[src/pad_defines.svh]
// ~~~~~~~~~~~~~~~~~~~~~~~~~~~~~~~~~~~~~~~~
// Size limits of the horizontal padding stage
// Include wherever lane counts or data widths are needed
// The guard makes repeated includes harmless
// ~~~~~~~~~~~~~~~~~~~~~~~~~~~~~~~~~~~~~~~~
`ifndef PAD_DEFINES_SVH
`define PAD_DEFINES_SVH

// Number of tap lanes and the widest supported kernel
`define KERNEL_W_MAX 7

// Half of the widest kernel, depth of the column shift state
`define KW2_MAX 3

// Width of a kernel width field
`define BITS_KW 3

// Column and cin counter widths
`define COLS_MAX_BITS 6
`define CIN_MAX_BITS 4

// Datapath widths, products are signed two's complement
`define PROD_W 16
`define SUM_W 24

`endif

[src/conv_cfg_pkg.sv]
// ~~~~~~~~~~~~~~~~~~~~~~~~~~~~~~~~~~~~~~~~
// Row configuration and side-band types
// Shared by the column tracker, the pad filter and the top
// Import with a wildcard in the module header
// ~~~~~~~~~~~~~~~~~~~~~~~~~~~~~~~~~~~~~~~~
`include "pad_defines.svh"

package conv_cfg_pkg;

    // Configuration of one image row, held stable while the row runs
    typedef struct packed {
        logic [`BITS_KW-1:0]       kw;        // Odd kernel width, 1 for a 1x1 row
        logic [`COLS_MAX_BITS-1:0] cols_1;    // Columns in the row minus one
        logic [`CIN_MAX_BITS-1:0]  cin_1;     // Input channels per column minus one
        logic                      is_1x1;    // Pass every lane straight through
    } row_cfg_t;

    // Side-band bits that travel with each beat
    typedef struct packed {
        logic [`BITS_KW-1:0] kw;           // Kernel width of the beat's row
        logic                is_cols_1_k2; // Column is cols_1 - kw/2
        logic                is_acc_last;  // Last cin of the column
        logic                is_1x1;       // Row is a 1x1 convolution
        logic                is_config;    // Beat carries config, lane 0 only
    } pad_user_t;

    // One bit per tap lane
    typedef logic [`KERNEL_W_MAX-1:0] lane_mask_t;

endpackage

[src/lane_data_pkg.sv]
// ~~~~~~~~~~~~~~~~~~~~~~~~~~~~~~~~~~~~~~~~
// Lane product and column sum types
// Used by the masker and the top level
// ~~~~~~~~~~~~~~~~~~~~~~~~~~~~~~~~~~~~~~~~
`include "pad_defines.svh"

package lane_data_pkg;

    // One signed product per tap lane
    typedef logic [`KERNEL_W_MAX-1:0][`PROD_W-1:0] lane_prod_t;

    // One accumulator per tap lane
    typedef logic [`KERNEL_W_MAX-1:0][`SUM_W-1:0] lane_sum_t;

    // Result emitted once per column, or once per config beat
    typedef struct packed {
        logic [`SUM_W-1:0] full_sum;   // Sum over the fully formed lanes
        lane_sum_t         part_sums;  // Partial lanes, zero where masked off
        logic              is_config;  // Lane 0 of a config beat in full_sum
    } col_out_t;

endpackage

[src/register.sv]
// ~~~~~~~~~~~~~~~~~~~~~~~~~~~~~~~~~~~~~~~~
// Clock-enabled register for any payload type
// Set T to the payload and RESET_VALUE to its value after reset
// ~~~~~~~~~~~~~~~~~~~~~~~~~~~~~~~~~~~~~~~~
`timescale 1ns/1ps

module register #(
    parameter type T           = logic,
    parameter T    RESET_VALUE = T'(0)
) (
    input  logic aclk,
    input  logic rst_n,
    input  logic clken,   // Load enable, the register holds while low
    input  T     d,
    output T     q
);

    always_ff @(posedge aclk or negedge rst_n) begin
        if (!rst_n) begin
            q <= RESET_VALUE;  // Asynchronous return to the reset value
        end else if (clken) begin
            q <= d;
        end
    end

endmodule

[src/col_tracker.sv]
// ~~~~~~~~~~~~~~~~~~~~~~~~~~~~~~~~~~~~~~~~
// Column tracker for one image row
// Counts cins and columns and builds the per-beat user word
// Pulse row_start with the row's cfg before or with its first beat
// ~~~~~~~~~~~~~~~~~~~~~~~~~~~~~~~~~~~~~~~~
`timescale 1ns/1ps
`include "pad_defines.svh"

module col_tracker
    import conv_cfg_pkg::*;
(
    input  logic      aclk,
    input  logic      rst_n,
    input  logic      aclken,      // Global stall, low freezes the counters
    input  logic      row_start,   // Loads cfg and restarts the counters
    input  logic      valid_in,
    input  logic      cfg_beat,    // Current beat is a config beat
    input  row_cfg_t  cfg,
    output pad_user_t user,
    output logic      user_valid
);

    row_cfg_t                  cfg_r;    // Config latched for the running row
    row_cfg_t                  cfg_act;  // Config that applies to this beat
    logic [`CIN_MAX_BITS-1:0]  cin_cnt;
    logic [`COLS_MAX_BITS-1:0] col_cnt;
    logic [`CIN_MAX_BITS-1:0]  cin_cur;  // Counter values seen by this beat
    logic [`COLS_MAX_BITS-1:0] col_cur;
    logic [`COLS_MAX_BITS:0]   col_k2;   // Column plus kw/2, one bit wider
    logic                      last_cin;
    logic                      last_col;
    logic                      data_acc; // Accepted data beat

    // A beat that arrives with row_start already belongs to the new row
    assign cfg_act = row_start ? cfg : cfg_r;
    assign cin_cur = row_start ? '0 : cin_cnt;
    assign col_cur = row_start ? '0 : col_cnt;

    assign last_cin = (cin_cur == cfg_act.cin_1);
    assign last_col = (col_cur == cfg_act.cols_1);

    // Compare col + kw/2 with cols_1 so no negative value appears
    assign col_k2 = {1'b0, col_cur} + (`COLS_MAX_BITS+1)'(cfg_act.kw >> 1);

    assign data_acc = valid_in && aclken && !cfg_beat;  // Config beats leave counters alone

    always_ff @(posedge aclk or negedge rst_n) begin
        if (!rst_n) begin
            cfg_r   <= '0;
            cin_cnt <= '0;
            col_cnt <= '0;
        end else if (aclken) begin
            if (row_start) begin
                cfg_r <= cfg;            // Held until the next row_start
            end
            if (data_acc) begin
                if (last_cin) begin
                    cin_cnt <= '0;       // Column done, move to the next one
                    col_cnt <= last_col ? '0 : col_cur + 1'b1;
                end else begin
                    cin_cnt <= cin_cur + 1'b1;
                    col_cnt <= col_cur;
                end
            end else if (row_start) begin
                cin_cnt <= '0;           // Row start without a beat
                col_cnt <= '0;
            end
        end
    end

    // Side-band of the beat now on the inputs
    always_comb begin
        user.kw           = cfg_act.kw;
        user.is_1x1       = cfg_act.is_1x1;
        user.is_config    = cfg_beat;
        user.is_acc_last  = last_cin && !cfg_beat;  // Config beats never close a column
        user.is_cols_1_k2 = (col_k2 == {1'b0, cfg_act.cols_1}) && !cfg_beat;
    end

    assign user_valid = valid_in;  // Acceptance is qualified by aclken downstream

endmodule

[src/pad_filter.sv]
// ~~~~~~~~~~~~~~~~~~~~~~~~~~~~~~~~~~~~~~~~
// Horizontal padding mask generator
// Tracks the first and last columns of a row in two shift registers
// and looks up the full and partial lane masks for the beat's kernel
// Every odd kernel up to KERNEL_W_MAX has its own lookup, so kw may
// change from one row to the next without idle cycles
// ~~~~~~~~~~~~~~~~~~~~~~~~~~~~~~~~~~~~~~~~
`timescale 1ns/1ps
`include "pad_defines.svh"

module pad_filter
    import conv_cfg_pkg::*;
(
    input  logic       aclk,
    input  logic       rst_n,
    input  logic       aclken,
    input  logic       valid_in,
    input  pad_user_t  user,
    output lane_mask_t mask_full,
    output lane_mask_t mask_partial
);

    // Bits 1..KW2_MAX, so kw/2 indexes the state without a subtract
    typedef logic [`KW2_MAX:1] col_state_t;

    logic [`BITS_KW-2:0] kw2;         // kw/2, 0 for a 1x1 row
    col_state_t          col_end;     // One-hot position from cols_1 - kw/2 on
    col_state_t          col_start;   // Set while the column is below kw/2
    col_state_t          col_end_d;
    col_state_t          col_start_d;
    logic [`KW2_MAX:0]   end_ext;     // End chain with the incoming bit at index 0
    logic                last_col;    // Beat is in the last column of its row
    logic                shift_en;    // Column closes on this beat

    logic [`KW2_MAX:0] lut_full [`KERNEL_W_MAX];          // Lookup per lane and kw/2
    logic [`KW2_MAX:0] lut_part [1:`KERNEL_W_MAX-1];

    assign kw2 = user.kw[`BITS_KW-1:1];

    assign end_ext  = {col_end, user.is_cols_1_k2};
    assign last_col = end_ext[kw2];  // For kw/2 of 0 the incoming flag is the last column

    assign shift_en = valid_in && aclken && user.is_acc_last;

    // The last column clears the end chain and seeds the start chain for the next row
    assign col_end_d   = last_col ? '0 : end_ext[`KW2_MAX-1:0];
    assign col_start_d = last_col ? col_state_t'(1) : (col_start << 1);

    register #(
        .T           (col_state_t),
        .RESET_VALUE ('0)
    ) col_end_reg (
        .aclk  (aclk),
        .rst_n (rst_n),
        .clken (shift_en),
        .d     (col_end_d),
        .q     (col_end)
    );

    register #(
        .T           (col_state_t),
        .RESET_VALUE ({`KW2_MAX{1'b1}})  // First row starts inside the left border
    ) col_start_reg (
        .aclk  (aclk),
        .rst_n (rst_n),
        .clken (shift_en),
        .d     (col_start_d),
        .q     (col_start)
    );

    // Full mask, the outermost lane of the kernel once past the left border,
    // and lanes kw/2 to kw-1 in the last column where the row is cut short
    for (genvar i = 0; i < `KERNEL_W_MAX; i++) begin : g_full_lane
        assign lut_full[i][0] = 1'b0;  // kw of 1 only passes through is_1x1
        for (genvar k = 1; k <= `KW2_MAX; k++) begin : g_kw2
            logic mid_ok;
            logic end_ok;
            assign mid_ok = (i == 2*k) && !(|col_start[k:1]);        // Left border is over
            assign end_ok = (i >= k) && (i <= 2*k) && col_end[k];    // Last column of the row
            assign lut_full[i][k] = mid_ok || end_ok;
        end
        assign mask_full[i] = user.is_1x1 || lut_full[i][kw2];  // 1x1 passes every lane
    end

    assign mask_partial[0] = 1'b0;  // Lane 0 never holds a partial sum

    // Partial mask, lanes at or below kw/2 stop one column earlier per step
    // down, lanes above kw/2 stop only in the last column
    for (genvar i = 1; i < `KERNEL_W_MAX; i++) begin : g_part_lane
        assign lut_part[i][0] = 1'b0;
        for (genvar k = 1; k <= `KW2_MAX; k++) begin : g_kw2
            if (i > 2*k) begin : g_unused
                assign lut_part[i][k] = 1'b0;                 // Beyond the kernel
            end else if (i > k) begin : g_right
                assign lut_part[i][k] = !col_end[k];
            end else begin : g_left
                assign lut_part[i][k] = !(|col_end[k:i]);     // Triangle of blocked columns
            end
        end
        assign mask_partial[i] = lut_part[i][kw2];
    end

endmodule

[src/psum_masker.sv]
// ~~~~~~~~~~~~~~~~~~~~~~~~~~~~~~~~~~~~~~~~
// Masked lane accumulator
// Adds the unmasked lane products over the cins of a column and
// emits one col_out a cycle after the column's last cin
// Config beats bypass the sums and emit lane 0 alone
// ~~~~~~~~~~~~~~~~~~~~~~~~~~~~~~~~~~~~~~~~
`timescale 1ns/1ps
`include "pad_defines.svh"

module psum_masker
    import conv_cfg_pkg::*;
    import lane_data_pkg::*;
(
    input  logic       aclk,
    input  logic       rst_n,
    input  logic       aclken,
    input  logic       valid_in,
    input  pad_user_t  user,
    input  lane_mask_t mask_full,
    input  lane_mask_t mask_partial,
    input  lane_prod_t prod_in,
    output logic       out_valid,
    output col_out_t   col_out
);

    logic              accept;    // Beat taken this cycle
    logic              emit;      // Beat produces a col_out
    lane_sum_t         acc_q;     // Running sums of the open column
    lane_sum_t         acc_sum;   // Sums including this beat
    lane_sum_t         acc_d;
    lane_sum_t         part_sums;
    logic [`SUM_W-1:0] full_sum;
    logic [`SUM_W-1:0] cfg_sum;   // Lane 0 sign extended

    assign accept = valid_in && aclken;
    assign emit   = accept && (user.is_acc_last || user.is_config);

    always_comb begin
        full_sum = '0;
        for (int i = 0; i < `KERNEL_W_MAX; i++) begin
            acc_sum[i] = acc_q[i];
            if (mask_full[i] || mask_partial[i]) begin
                acc_sum[i] = acc_q[i] +
                    {{(`SUM_W-`PROD_W){prod_in[i][`PROD_W-1]}}, prod_in[i]};
            end
            part_sums[i] = mask_partial[i] ? acc_sum[i] : '0;
            if (mask_full[i]) begin
                full_sum = full_sum + acc_sum[i];  // Full lanes collapse into one sum
            end
        end
    end

    assign acc_d   = user.is_acc_last ? '0 : acc_sum;  // Clear for the next column
    assign cfg_sum = {{(`SUM_W-`PROD_W){prod_in[0][`PROD_W-1]}}, prod_in[0]};

    register #(
        .T           (lane_sum_t),
        .RESET_VALUE ('0)
    ) acc_reg (
        .aclk  (aclk),
        .rst_n (rst_n),
        .clken (accept && !user.is_config),  // Config beats leave the sums alone
        .d     (acc_d),
        .q     (acc_q)
    );

    // Pulse lasts one cycle, also across a stall
    always_ff @(posedge aclk or negedge rst_n) begin
        if (!rst_n) begin
            out_valid <= 1'b0;
        end else begin
            out_valid <= emit;
        end
    end

    always_ff @(posedge aclk) begin
        if (emit) begin
            if (user.is_config) begin
                col_out.full_sum  <= cfg_sum;
                col_out.part_sums <= '0;
                col_out.is_config <= 1'b1;
            end else begin
                col_out.full_sum  <= full_sum;
                col_out.part_sums <= part_sums;
                col_out.is_config <= 1'b0;
            end
        end
    end

endmodule

[src/pad_top.sv]
// ~~~~~~~~~~~~~~~~~~~~~~~~~~~~~~~~~~~~~~~~
// Horizontal zero-padding stage of the accumulator
// Tracker builds the side-band, filter turns it into lane masks,
// masker sums the masked lanes per column
// A beat is taken when valid_in and aclken are both high
// ~~~~~~~~~~~~~~~~~~~~~~~~~~~~~~~~~~~~~~~~
`timescale 1ns/1ps

module pad_top
    import conv_cfg_pkg::*;
    import lane_data_pkg::*;
(
    input  logic       aclk,
    input  logic       rst_n,
    input  logic       aclken,      // Global stall
    input  row_cfg_t   cfg,
    input  logic       row_start,   // One-beat pulse that loads cfg
    input  logic       valid_in,
    input  logic       cfg_beat,
    input  lane_prod_t prod_in,
    output logic       out_valid,
    output col_out_t   col_out
);

    pad_user_t  user;          // Side-band of the current beat
    logic       user_valid;
    lane_mask_t mask_full;
    lane_mask_t mask_partial;

    col_tracker u_col_tracker (
        .aclk       (aclk),
        .rst_n      (rst_n),
        .aclken     (aclken),
        .row_start  (row_start),
        .valid_in   (valid_in),
        .cfg_beat   (cfg_beat),
        .cfg        (cfg),
        .user       (user),
        .user_valid (user_valid)
    );

    pad_filter u_pad_filter (
        .aclk         (aclk),
        .rst_n        (rst_n),
        .aclken       (aclken),
        .valid_in     (user_valid),
        .user         (user),
        .mask_full    (mask_full),
        .mask_partial (mask_partial)
    );

    psum_masker u_psum_masker (
        .aclk         (aclk),
        .rst_n        (rst_n),
        .aclken       (aclken),
        .valid_in     (user_valid),
        .user         (user),
        .mask_full    (mask_full),
        .mask_partial (mask_partial),
        .prod_in      (prod_in),
        .out_valid    (out_valid),
        .col_out      (col_out)
    );

endmodule

[config.mk]
export PLATFORM = sky130hd
export DESIGN_NAME = pad_top
export DESIGN_NICKNAME = d
export VERILOG_FILES = /design/src/conv_cfg_pkg.sv /design/src/lane_data_pkg.sv /design/src/register.sv /design/src/col_tracker.sv /design/src/pad_filter.sv /design/src/psum_masker.sv /design/src/pad_top.sv
export VERILOG_INCLUDE_DIRS = /design/src
export SDC_FILE = /design/constraint.sdc
export NUM_CORES = 1
export LEC_CHECK = 0
export ABC_AREA = 1
export BUFFER_PORTS_ARGS = -buffer_cell sky130_fd_sc_hd__buf_2
export CAP_MARGIN = 20
export CORE_UTILIZATION = 45
export DETAILED_ROUTE_END_ITERATION = 12
export PLACE_DENSITY = 0.68
export RECOVER_POWER = 25
export SLEW_MARGIN = 20
export SYNTH_ARGS = -nofsm -noshare
export SYNTH_HDL_FRONTEND = slang
export SYNTH_SLANG_ARGS = --single-unit
[constraint.sdc]
create_clock -name aclk -period 30.4 [get_ports aclk]
set_clock_uncertainty 0.2 [all_clocks]
set_input_delay 0 -clock aclk [delete_from_list [all_inputs] [get_ports aclk]]
set_output_delay 0 -clock aclk [all_outputs]
set_load 0.1 [all_outputs]
# [After elaboration in Yosys (flattened, before gate mapping)]
# Index checks and enable logic that the tools add are counted.
[classes] mux=56 magnitude_cmp=1 bitwise_logic=4 div=0 multipliers=0 reduce_logical=43 n_eq_ne=3 shifts=0 n_addsub=16
[ops] op="24-bit two-way mux" count=20
[ops] op="24-bit adder" count=13
[ops] op="193-bit two-way mux" count=1
[ops] op="168-bit two-way mux" count=1
[ops] op="1-bit binary-select mux with 2-bit select" count=12
[ops] op="6-bit two-way mux" count=4
[ops] op="1-bit logical OR" count=17
[ops] op="14-bit two-way mux" count=1
[ops] op="2-bit OR reduction" count=7
[ops] op="1-bit two-way mux" count=12
[ops] op="4-bit two-way mux" count=3
[ops] op="1-bit zero test" count=10
[ops] op="6-bit by 2-bit adder with 7-bit output" count=1
[ops] op="7-bit by 6-bit equality test with 1-bit output" count=1
[ops] op="6-bit by 1-bit adder with 6-bit output (second input constant)" count=1
[ops] op="6-bit equality test" count=1
[ops] op="1-bit logical AND" count=6
[ops] op="3-bit two-way mux" count=2
[ops] op="3-bit OR reduction" count=2
[ops] op="4-bit by 1-bit adder with 4-bit output (second input constant)" count=1
[ops] op="4-bit equality test" count=1
[ops] op="1-bit NOT" count=4
[ops] op="2-bit by 3-bit less-than comparator with 1-bit output (second input constant)" count=1
[ops] op="2-bit AND reduction" count=1
[word_totals] mem_bits_rw=0 rom_bits=0 latchBits=0 mem_count=0 wordCells=149 output_inout_bits=194 ff_bits=392 input_bits=132

# [Longest topological paths before layout]
# Gate-level depths: netlist (run 1).
[logic_depth] ltp_word=19 depth_mapped=73 mapped_depth_nobuf=70

# [Hierarchy]
# Synthesis (run 1) repeated with hierarchy kept, for this count alone.
[hier_totals] cells_unflattened=4913 hier_area_um2=34451.8
[modules_own_cells] module="psum_masker" seq_area_each_um2=5820.6 cells_each=3851 area_each_um2=25635.8 instances=1
[modules_own_cells] module="register at u_psum_masker.acc_reg" seq_area_each_um2=4204.0 cells_each=710 area_each_um2=6412.4 instances=1
[modules_own_cells] module="col_tracker" seq_area_each_um2=600.6 cells_each=277 area_each_um2=1925.6 instances=1
[modules_own_cells] module="pad_filter" seq_area_each_um2=0.0 cells_each=49 area_each_um2=249.0 instances=1
[modules_own_cells] module="register at u_pad_filter.col_start_reg" seq_area_each_um2=78.8 cells_each=13 area_each_um2=116.4 instances=1
[modules_own_cells] module="register at u_pad_filter.col_end_reg" seq_area_each_um2=75.1 cells_each=13 area_each_um2=112.6 instances=1

# [Worst setup path before layout (run 1)]
# No wires, ideal clock.
[synth_timing] kind="input port to flip-flop" startpoint="input row_start" endpoint="register u_psum_masker.out_valid" path_stages=7 slack_ns=20.111 arrival_time_ns=9.114 setup_ns=0.975 cell_sequence="buf_6 -> buf_2 -> nor2_1 -> xnor2_1 -> a2111oi_0 -> nand2_1 -> a21oi_1"
[synth_via] elab_chain_cells=5 elab_cells_between_ends=6 cone_classes="eq/ne (1); mux (2); reduce/logical (3)"
[synth_lines] item="start, declared" line="pad_top.sv:17" text="input logic row_start,"
[synth_lines] item="4-bit two-way mux or 14-bit two-way mux (tied branches)"
[synth_lines] item="4-bit equality test *" line="col_tracker.sv:39" text="assign last_cin = (cin_cur == cfg_act.cin_1);"
[synth_lines] item="1-bit logical AND *" line="col_tracker.sv:76" text="user.is_acc_last = last_cin && !cfg_beat;"
[synth_lines] item="1-bit logical OR *" line="psum_masker.sv:36" text="assign emit = accept && (user.is_acc_last || user.is_config);"
[synth_lines] item="1-bit logical AND *" line="psum_masker.sv:36"
[synth_lines] item="net u_psum_masker.emit" line="psum_masker.sv:27" text="logic emit;"
[synth_lines] item="end signal, assigned" line="psum_masker.sv:72" text="out_valid <= emit;"
[synth_lines] item="end, declared" line="psum_masker.sv:22" text="output logic out_valid,"
# The timed path passes the listed nets; every way through them passes the cells marked *.
# A chain may end at the register's enable or synchronous reset.

==> impl_results.md, run 1 <==
* Outcome: finished with violations
* Failing checks: capacitance limit, slew limit
* Critical path's largest stage delay at ~1200 ps
* Setup violators final at 0
* First-pass GRT wire length at 148 mm
* Vias per Instance at ~5.3
* Pre-CTS WS at roughly 18000 ps
* Worst path bufs/invs at 9
* RSZ-0062 raised after global routing: no
* Setup CP Type: input port to flip-flop
* Via Count at 29107
* Endpoints failing hold at 0
* Total wire length at 94.8 mm
* Setup Buffers After CTS at 0
* First drt pass iteration count at 8
* Clock sinks at around 370
* Met3 WL at 4.65 mm
* Resized Gates After CTS at 0
* Hold Crit Start: prod_in[96]
* CP max-delay cell: clkbuf_1
* Synth top area cells: edfxtp_1 (16%), dfrtp_1 (16%), ha_1 (12%)
* Post-Synthesis Cells at 4206
* Top-count cell post-synth: nand2_1
* Clock transition at path regs at 70 ps
* Fillers at between 6000 and 7000
* WL met1 at between 40 and 50 mm
* Critical Path Fanout Max at 38
* Slew at the pin with the worst max-slew slack at 7630 ps
* Required @ worst endpoint at approximately 31000 ps
* Async SR Flop Fraction at 54.0%
* Area of the multi-input gates at between 15000 and 20000 µm²
* Routed len/inst at 17.4 µm
* Hold Path Stages at 6
* H-Tree Depth at 2
* Area post-placement at 33300 µm²
* Sum of negative setup slack at 0 ps
* Layout area overhead at 14.1%
* Reg2Reg Depth at 55
* Max_slew headroom at -409%
* Min Tclk post-route at ~13000 ps
* Top Ports at roughly 330
* Top FF cell, synth: dfrtp_1
* Max-cap viol count at 3
* WHS Endpoint: u_psum_masker.acc_reg.q[144]
* Max Clk Rate at 75.1 MHz
* Seq/Total Area, Yosys at 32.4%
* Gr ovfl total at 0
* CTS tree: done
* Worst setup SP type: input port
* Top cell type's share of synthesized area at between 10% and 20%
* Worst-Skew Late Latency at 600 ps
* Die ar. at ~70000 µm²
* Flop-to-flop setup slack at roughly 18000 ps
* DRC at 0
* Area leader, netlist: edfxtp_1
* Synth warn at 0
* Row cnt at between 90 and 100
* Synth cell count leaders: nand2_1 (907), inv_1 (561), o21ai_0 (421), nor2_1 (323), a21oi_1 (314)
* Final #Nets at around 5000
* Fin area at 35400 µm²
* Mean Syn Cell Area at around 7.4 µm²
* Max Root-Sink Buffers at 3
* DR top layer: met5
* Pins Over Slew Limit at between 200 and 250
* Ant diodes at 0
* Num CTS Buffers at 44
* Crit path DAT at between 10000 and 15000 ps
* Most Frequent Cell on Critical Path: o21ai_0
* Period Utilization, post-route at a little over two fifths
* GP Congestion at 0.953
* DRT antenna net count at 0
* GRT Total Usage at between 20% and 30%
* Post-synth EDFFs at roughly 170
* CP Capture Type: flip-flop
* Initial antenna violation count at 2
* Mapped Area at 31000 µm²
* Synth cell types at between 60 and 70
* Final WS setup at 17090 ps
* Die span in x at 264 µm
* Die Span Y at ~260 µm
* CP delay by family, top: compound AO/OA/AOI/OAI gates
* Initial DRC Count at 2189
* Number of global-route vias before repair at 27346
* Synth Register Bits at between 300 and 400
* Port Buf Inserts at 300
* Met2 wire len at approximately 45 mm
* CTS root buffer: clkbuf_16
* Min Hold Slack at 13.8 ps
* Worst Hold Class: input port to flip-flop
* Detail Placement HPWL at 71.5 mm
* Initial Util at 45.8%
* FF/Latch Area at 10000 µm²
* R2r endpoint: u_psum_masker.col_out[192]
* R2R Path Start: u_col_tracker.cfg_r[12]
* Core Area at a little under 70000 µm²
* Proportion of layout cells with a drive suffix above 1 at under 10%
* Largest net degree at the start of global routing at between 100 and 150
registers in the layout (all words and copies together) (netlist names):
signal and flops:
u_pad_filter.col_start_reg.q 3, u_psum_masker.acc_reg.q 168, u_pad_filter.col_end_reg.q 3, u_psum_masker.col_out 169, u_col_tracker.cfg_r 13, u_psum_masker.out_valid 1
u_col_tracker.cin_cnt 4, u_col_tracker.col_cnt 6
cells by family after synthesis:
family,after synthesis,share of synthesized area [%]
AOI/OAI and AO/OA,1006,17.8
xor gates and xnor gates,202,5.71
adders and majority gates,308,12.8
buffers and inverters,703,8.94
DFF,367,32.4
muxes,7,0.226
other,1,0.0121
and+or+nand+nor,1612,22.1
per-layer routing:
metal | global-route usage [%] | vias up
met5 | 0 | -
met4 | 6.76 | 2
met3 | 2.78 | 116
met2 | 45.3 | 738
met1 | 36.1 | 13486
li1 | - | 14765
worst max path at each step:
stage	startpoint	endpoint	slack (ps)	cells after the start
after global routing	row_start	u_psum_masker.col_out[192]	16270	56
after floorplan	row_start	u_psum_masker.out_valid	20110	7
after global placement	row_start	u_psum_masker.col_out[192]	18100	54
final	row_start	u_psum_masker.col_out[192]	17090	56
after CTS	row_start	u_psum_masker.col_out[192]	18140	56
after detailed placement	row_start	u_psum_masker.col_out[192]	18100	55
cells in the final DEF (no fill, tap or decap), types with 169 or more instances in the layout:
master and instances:
nand2_1 906, inv_1 560, o21ai_0 421, nor2_1 321, a21oi_1 312, ha_1 294, nand3_1 201, buf_2 196
dfrtp_1 195, edfxtp_1 169
worst reg2reg max path, delay by kind of cell, from the launching register on:
| family | cells | cell delay [ps] |
|---|---|---|
| buffers and inverters | 7 | 650 |
| DFF | 1 | 360 |
| and+or+nand+nor | 17 | 2470 |
| AOI/OAI and AO/OA | 22 | 5760 |
| xor gates and xnor gates | 3 | 530 |
| adders and majority gates | 6 | 2200 |
timing repair:
item,in CTS,in global routing
hold endpoints to repair,255,0
hold buffers,84,0
setup endpoints to repair,0,0
through the flow:
step / util (%) / std cells
2_1_floorplan: - / 4229
3_3_place_gp: 49.2 / 5289
3_5_place_dp: 49.2 / 5290
4_1_cts: 52.6 / 5455
5_1_grt: 52.3 / 5455
6_report: 52.3 / 5455
cell type report:
cell class | instances | share of cell area (%)
clock buffers | 64 | 3.62
clock inverters | 17 | 0.382
inverters | 570 | 6.07
multi-input cells | 3159 | 51.8
flip-flops and latches | 367 | 28.4
well taps | 873 | 3.09
repair buffers | 405 | 6.71
Power of run 1 is left out: the tool's default activity adds up to more than one toggle a clock period on the data nets, which glitch-free logic cannot reach.
==> run 2: changes to the inputs <==
clock period = 13.95 ns   (was 30.4 ns; I/O delays follow)
==> run 2 against run 1 <==
The run still ends with capacitance limit, slew limit left. Die area unchanged. First-iteration DRC count fell by 9.6%. Global-route usage down 0.20 points. Hold slack improved by 7.0 ps. Utilization rose by 0.21 points. Via count fell by 0.38%. Non-clock buffer count fell by 2. Wire length shrank 0.66%. Critical endpoint unchanged. Worst setup slack worse by 15000 ps. Largest cell class unchanged. Flip-flop and latch count stayed put. Critical path depth rose by 1. Register-to-register slack lost 16000 ps.
==> impl_results.md, run 2 (same netlist as run 1, synthesis figures left out) <==
* Outcome: finished with violations
* Failing checks: capacitance limit, slew limit
* Fillers at 6670 (+1.2%)
* CTS root buffer: clkbuf_16
* Die ar. at 69900 µm² (unchanged)
* Largest net degree at the start of global routing at 89 (-30%)
* Setup violators final at 0 (unchanged)
* Ant diodes at 0 (unchanged)
* CP Capture Type: flip-flop
* Met2 wire len at 43.4 mm (-2.8%)
* Number of global-route vias before repair at 27203 (-0.52%)
* WL met1 at 42.7 mm (-1.4%)
* Worst-Skew Late Latency at 610 ps (about the same)
* Slew at the pin with the worst max-slew slack at 5330 ps (-2300 ps)
* DRC at 0 (unchanged)
* Top Ports at 326 (unchanged)
* Initial antenna violation count at 0 (-2)
* DRT antenna net count at 0 (unchanged)
* Die Span Y at 264 µm (unchanged)
* Proportion of layout cells with a drive suffix above 1 at 8.18% (-0.39 points)
* GP Congestion at 0.939 (-1.4%)
* Worst path bufs/invs at 10 (+1)
* Worst setup SP type: input port
* Pre-CTS WS at 1990 ps (-16110 ps)
* Critical Path Fanout Max at 38 (unchanged)
* Max Clk Rate at approximately 84 MHz
* Detail Placement HPWL at 71.8 mm (+0.33%)
* Max FFs per register at 169 (unchanged)
* Required @ worst endpoint at 14080 ps (-16450 ps)
* Initial DRC Count at 1978 (-9.6%)
* Row cnt at 95 (unchanged)
* Regs by FF count: u_psum_masker.col_out x169, u_psum_masker.acc_reg.q x168, u_col_tracker.cfg_r x13
* Critical path's largest stage delay at 560 ps (-620 ps)
* RSZ-0062 raised after global routing: no
* Layout area overhead at 14.6%
* Pins Over Slew Limit at 89 (-61%)
* Top reg by flops: u_psum_masker.col_out
* First drt pass iteration count at 5 (-3)
* Period Utilization, post-route at ~86%
* Gr ovfl total at 0 (unchanged)
* Total wire length at 94.2 mm (-0.66%)
* Commonest non-fill, non-tap cells in the layout: nand2_1 (905), inv_1 (560), o21ai_0 (421)
* Port Buf Inserts at 300 (unchanged)
* Commonest non-fill, non-tap cell in the layout: nand2_1
* Final WS setup at 2020 ps (-15070 ps)
* Via Count at 28996 (-0.38%)
* Initial Util at 45.8% (unchanged)
* CP delay by family, top: compound AO/OA/AOI/OAI gates
* GRT Total Usage at 26.5% (-0.20 points)
* Vias per Instance at 5.31 (-0.40%)
* Final #Nets at 4986 (-0.020%)
* CTS Hold Bufs at 82 (-2.4%)
* CP max-delay cell: buf_2
* Resized Gates After CTS at 0 (unchanged)
* Setup Buffers After CTS at 0 (unchanged)
* Sum of negative setup slack at 0 ps (unchanged)
* Num CTS Buffers at 45 (+2.3%)
* Max Root-Sink Buffers at 3 (unchanged)
* First-pass GRT wire length at 146 mm (-1.2%)
* Endpoints failing hold at 0 (unchanged)
* Clock transition at path regs at 60 ps (about the same)
* Min Tclk post-route at 11930 ps
* DR top layer: met4
* Worst Hold Class: input port to flip-flop
* Crit path DAT at 12070 ps (-1370 ps)
* Max_slew headroom at -255% (+150 points)
* H-Tree Depth at 2 (unchanged)
* CTS tree: done
* Die span in x at 264 µm (unchanged)
* Clock sinks at 367 (unchanged)
* Routed len/inst at 17.3 µm (-0.68%)
* Met3 WL at 5.04 mm (+8.4%)
* Setup CP Type: input port to flip-flop
* Core Util, Final at 52.5% (+0.21 points)
* Core Area at 67600 µm² (unchanged)
* Max-cap viol count at 1 (-2)
-- run 2: cell types whose count changed in the layout (fill, tap and decap cells not counted), sizes merged --
cell	change
clkbuf	+18
dlygate4sd3	-2
clkinv	+8
buf	-31
clkinvlp	+1
inv	+1
bufinv	+6
-- run 2: area by class of cell --
cell class	count	area (µm²)	share of cell area, %
multi-input combinational	3159	18300	51.6
sequential	367	10000	28.3
timing repair buffer	403	2320	6.54
inverter	570	2150	6.05
clock buffer	51	1220	3.44
tap	873	1090	3.08
clock inverter	33	379	1.07
-- run 2: path summary, 6_finish.rpt --
kind / start / endpoint / slack, ps / cells past startpoint
worst min register to register: u_col_tracker.cfg_r[0] / u_col_tracker.cfg_r[0] / 290 / 2
worst max register to register: u_col_tracker.cfg_r[12] / u_psum_masker.col_out[192] / 2190 / 56
min in group asynchronous: rst_n / u_psum_masker.acc_reg.q[39] / 820 / 4
max in group asynchronous: rst_n / u_psum_masker.acc_reg.q[76] / 7870 / 4
worst min-delay path: prod_in[26] / u_psum_masker.acc_reg.q[34] / 20 / 7
worst max-delay path: row_start / u_psum_masker.col_out[192] / 2020 / 57
-- run 2: routing by layer --
metal,global-route usage (%),vias up
met2,43.7,743
met3,3.34,146
met4,8.78,0
met1,35.7,13354
li1,-,14753
met5,0,-
-- run 2: through the flow --
stage | hold slack [ps] | cell area (µm²) | instances
global placement | -51.8 | 33300 | 5289
floorplan | -496 | 31100 | 4229
detailed placement | -57.6 | 33300 | 5289
global route | 72.2 | 35500 | 5456
CTS | 3.59 | 35700 | 5455
finish | 20.9 | 35500 | 5456
-- run 2: worst reg2reg max path, delay by kind of cell (launching register included) --
family	cells	cell delay, ps
buffers and inverters	8	940
adders and majority gates	7	2320
AOI/OAI and AO/OA	24	5100
xor gates and xnor gates	4	550
DFF	1	360
and+or+nand+nor	13	2020
Power of run 2 is left out for the same reason.
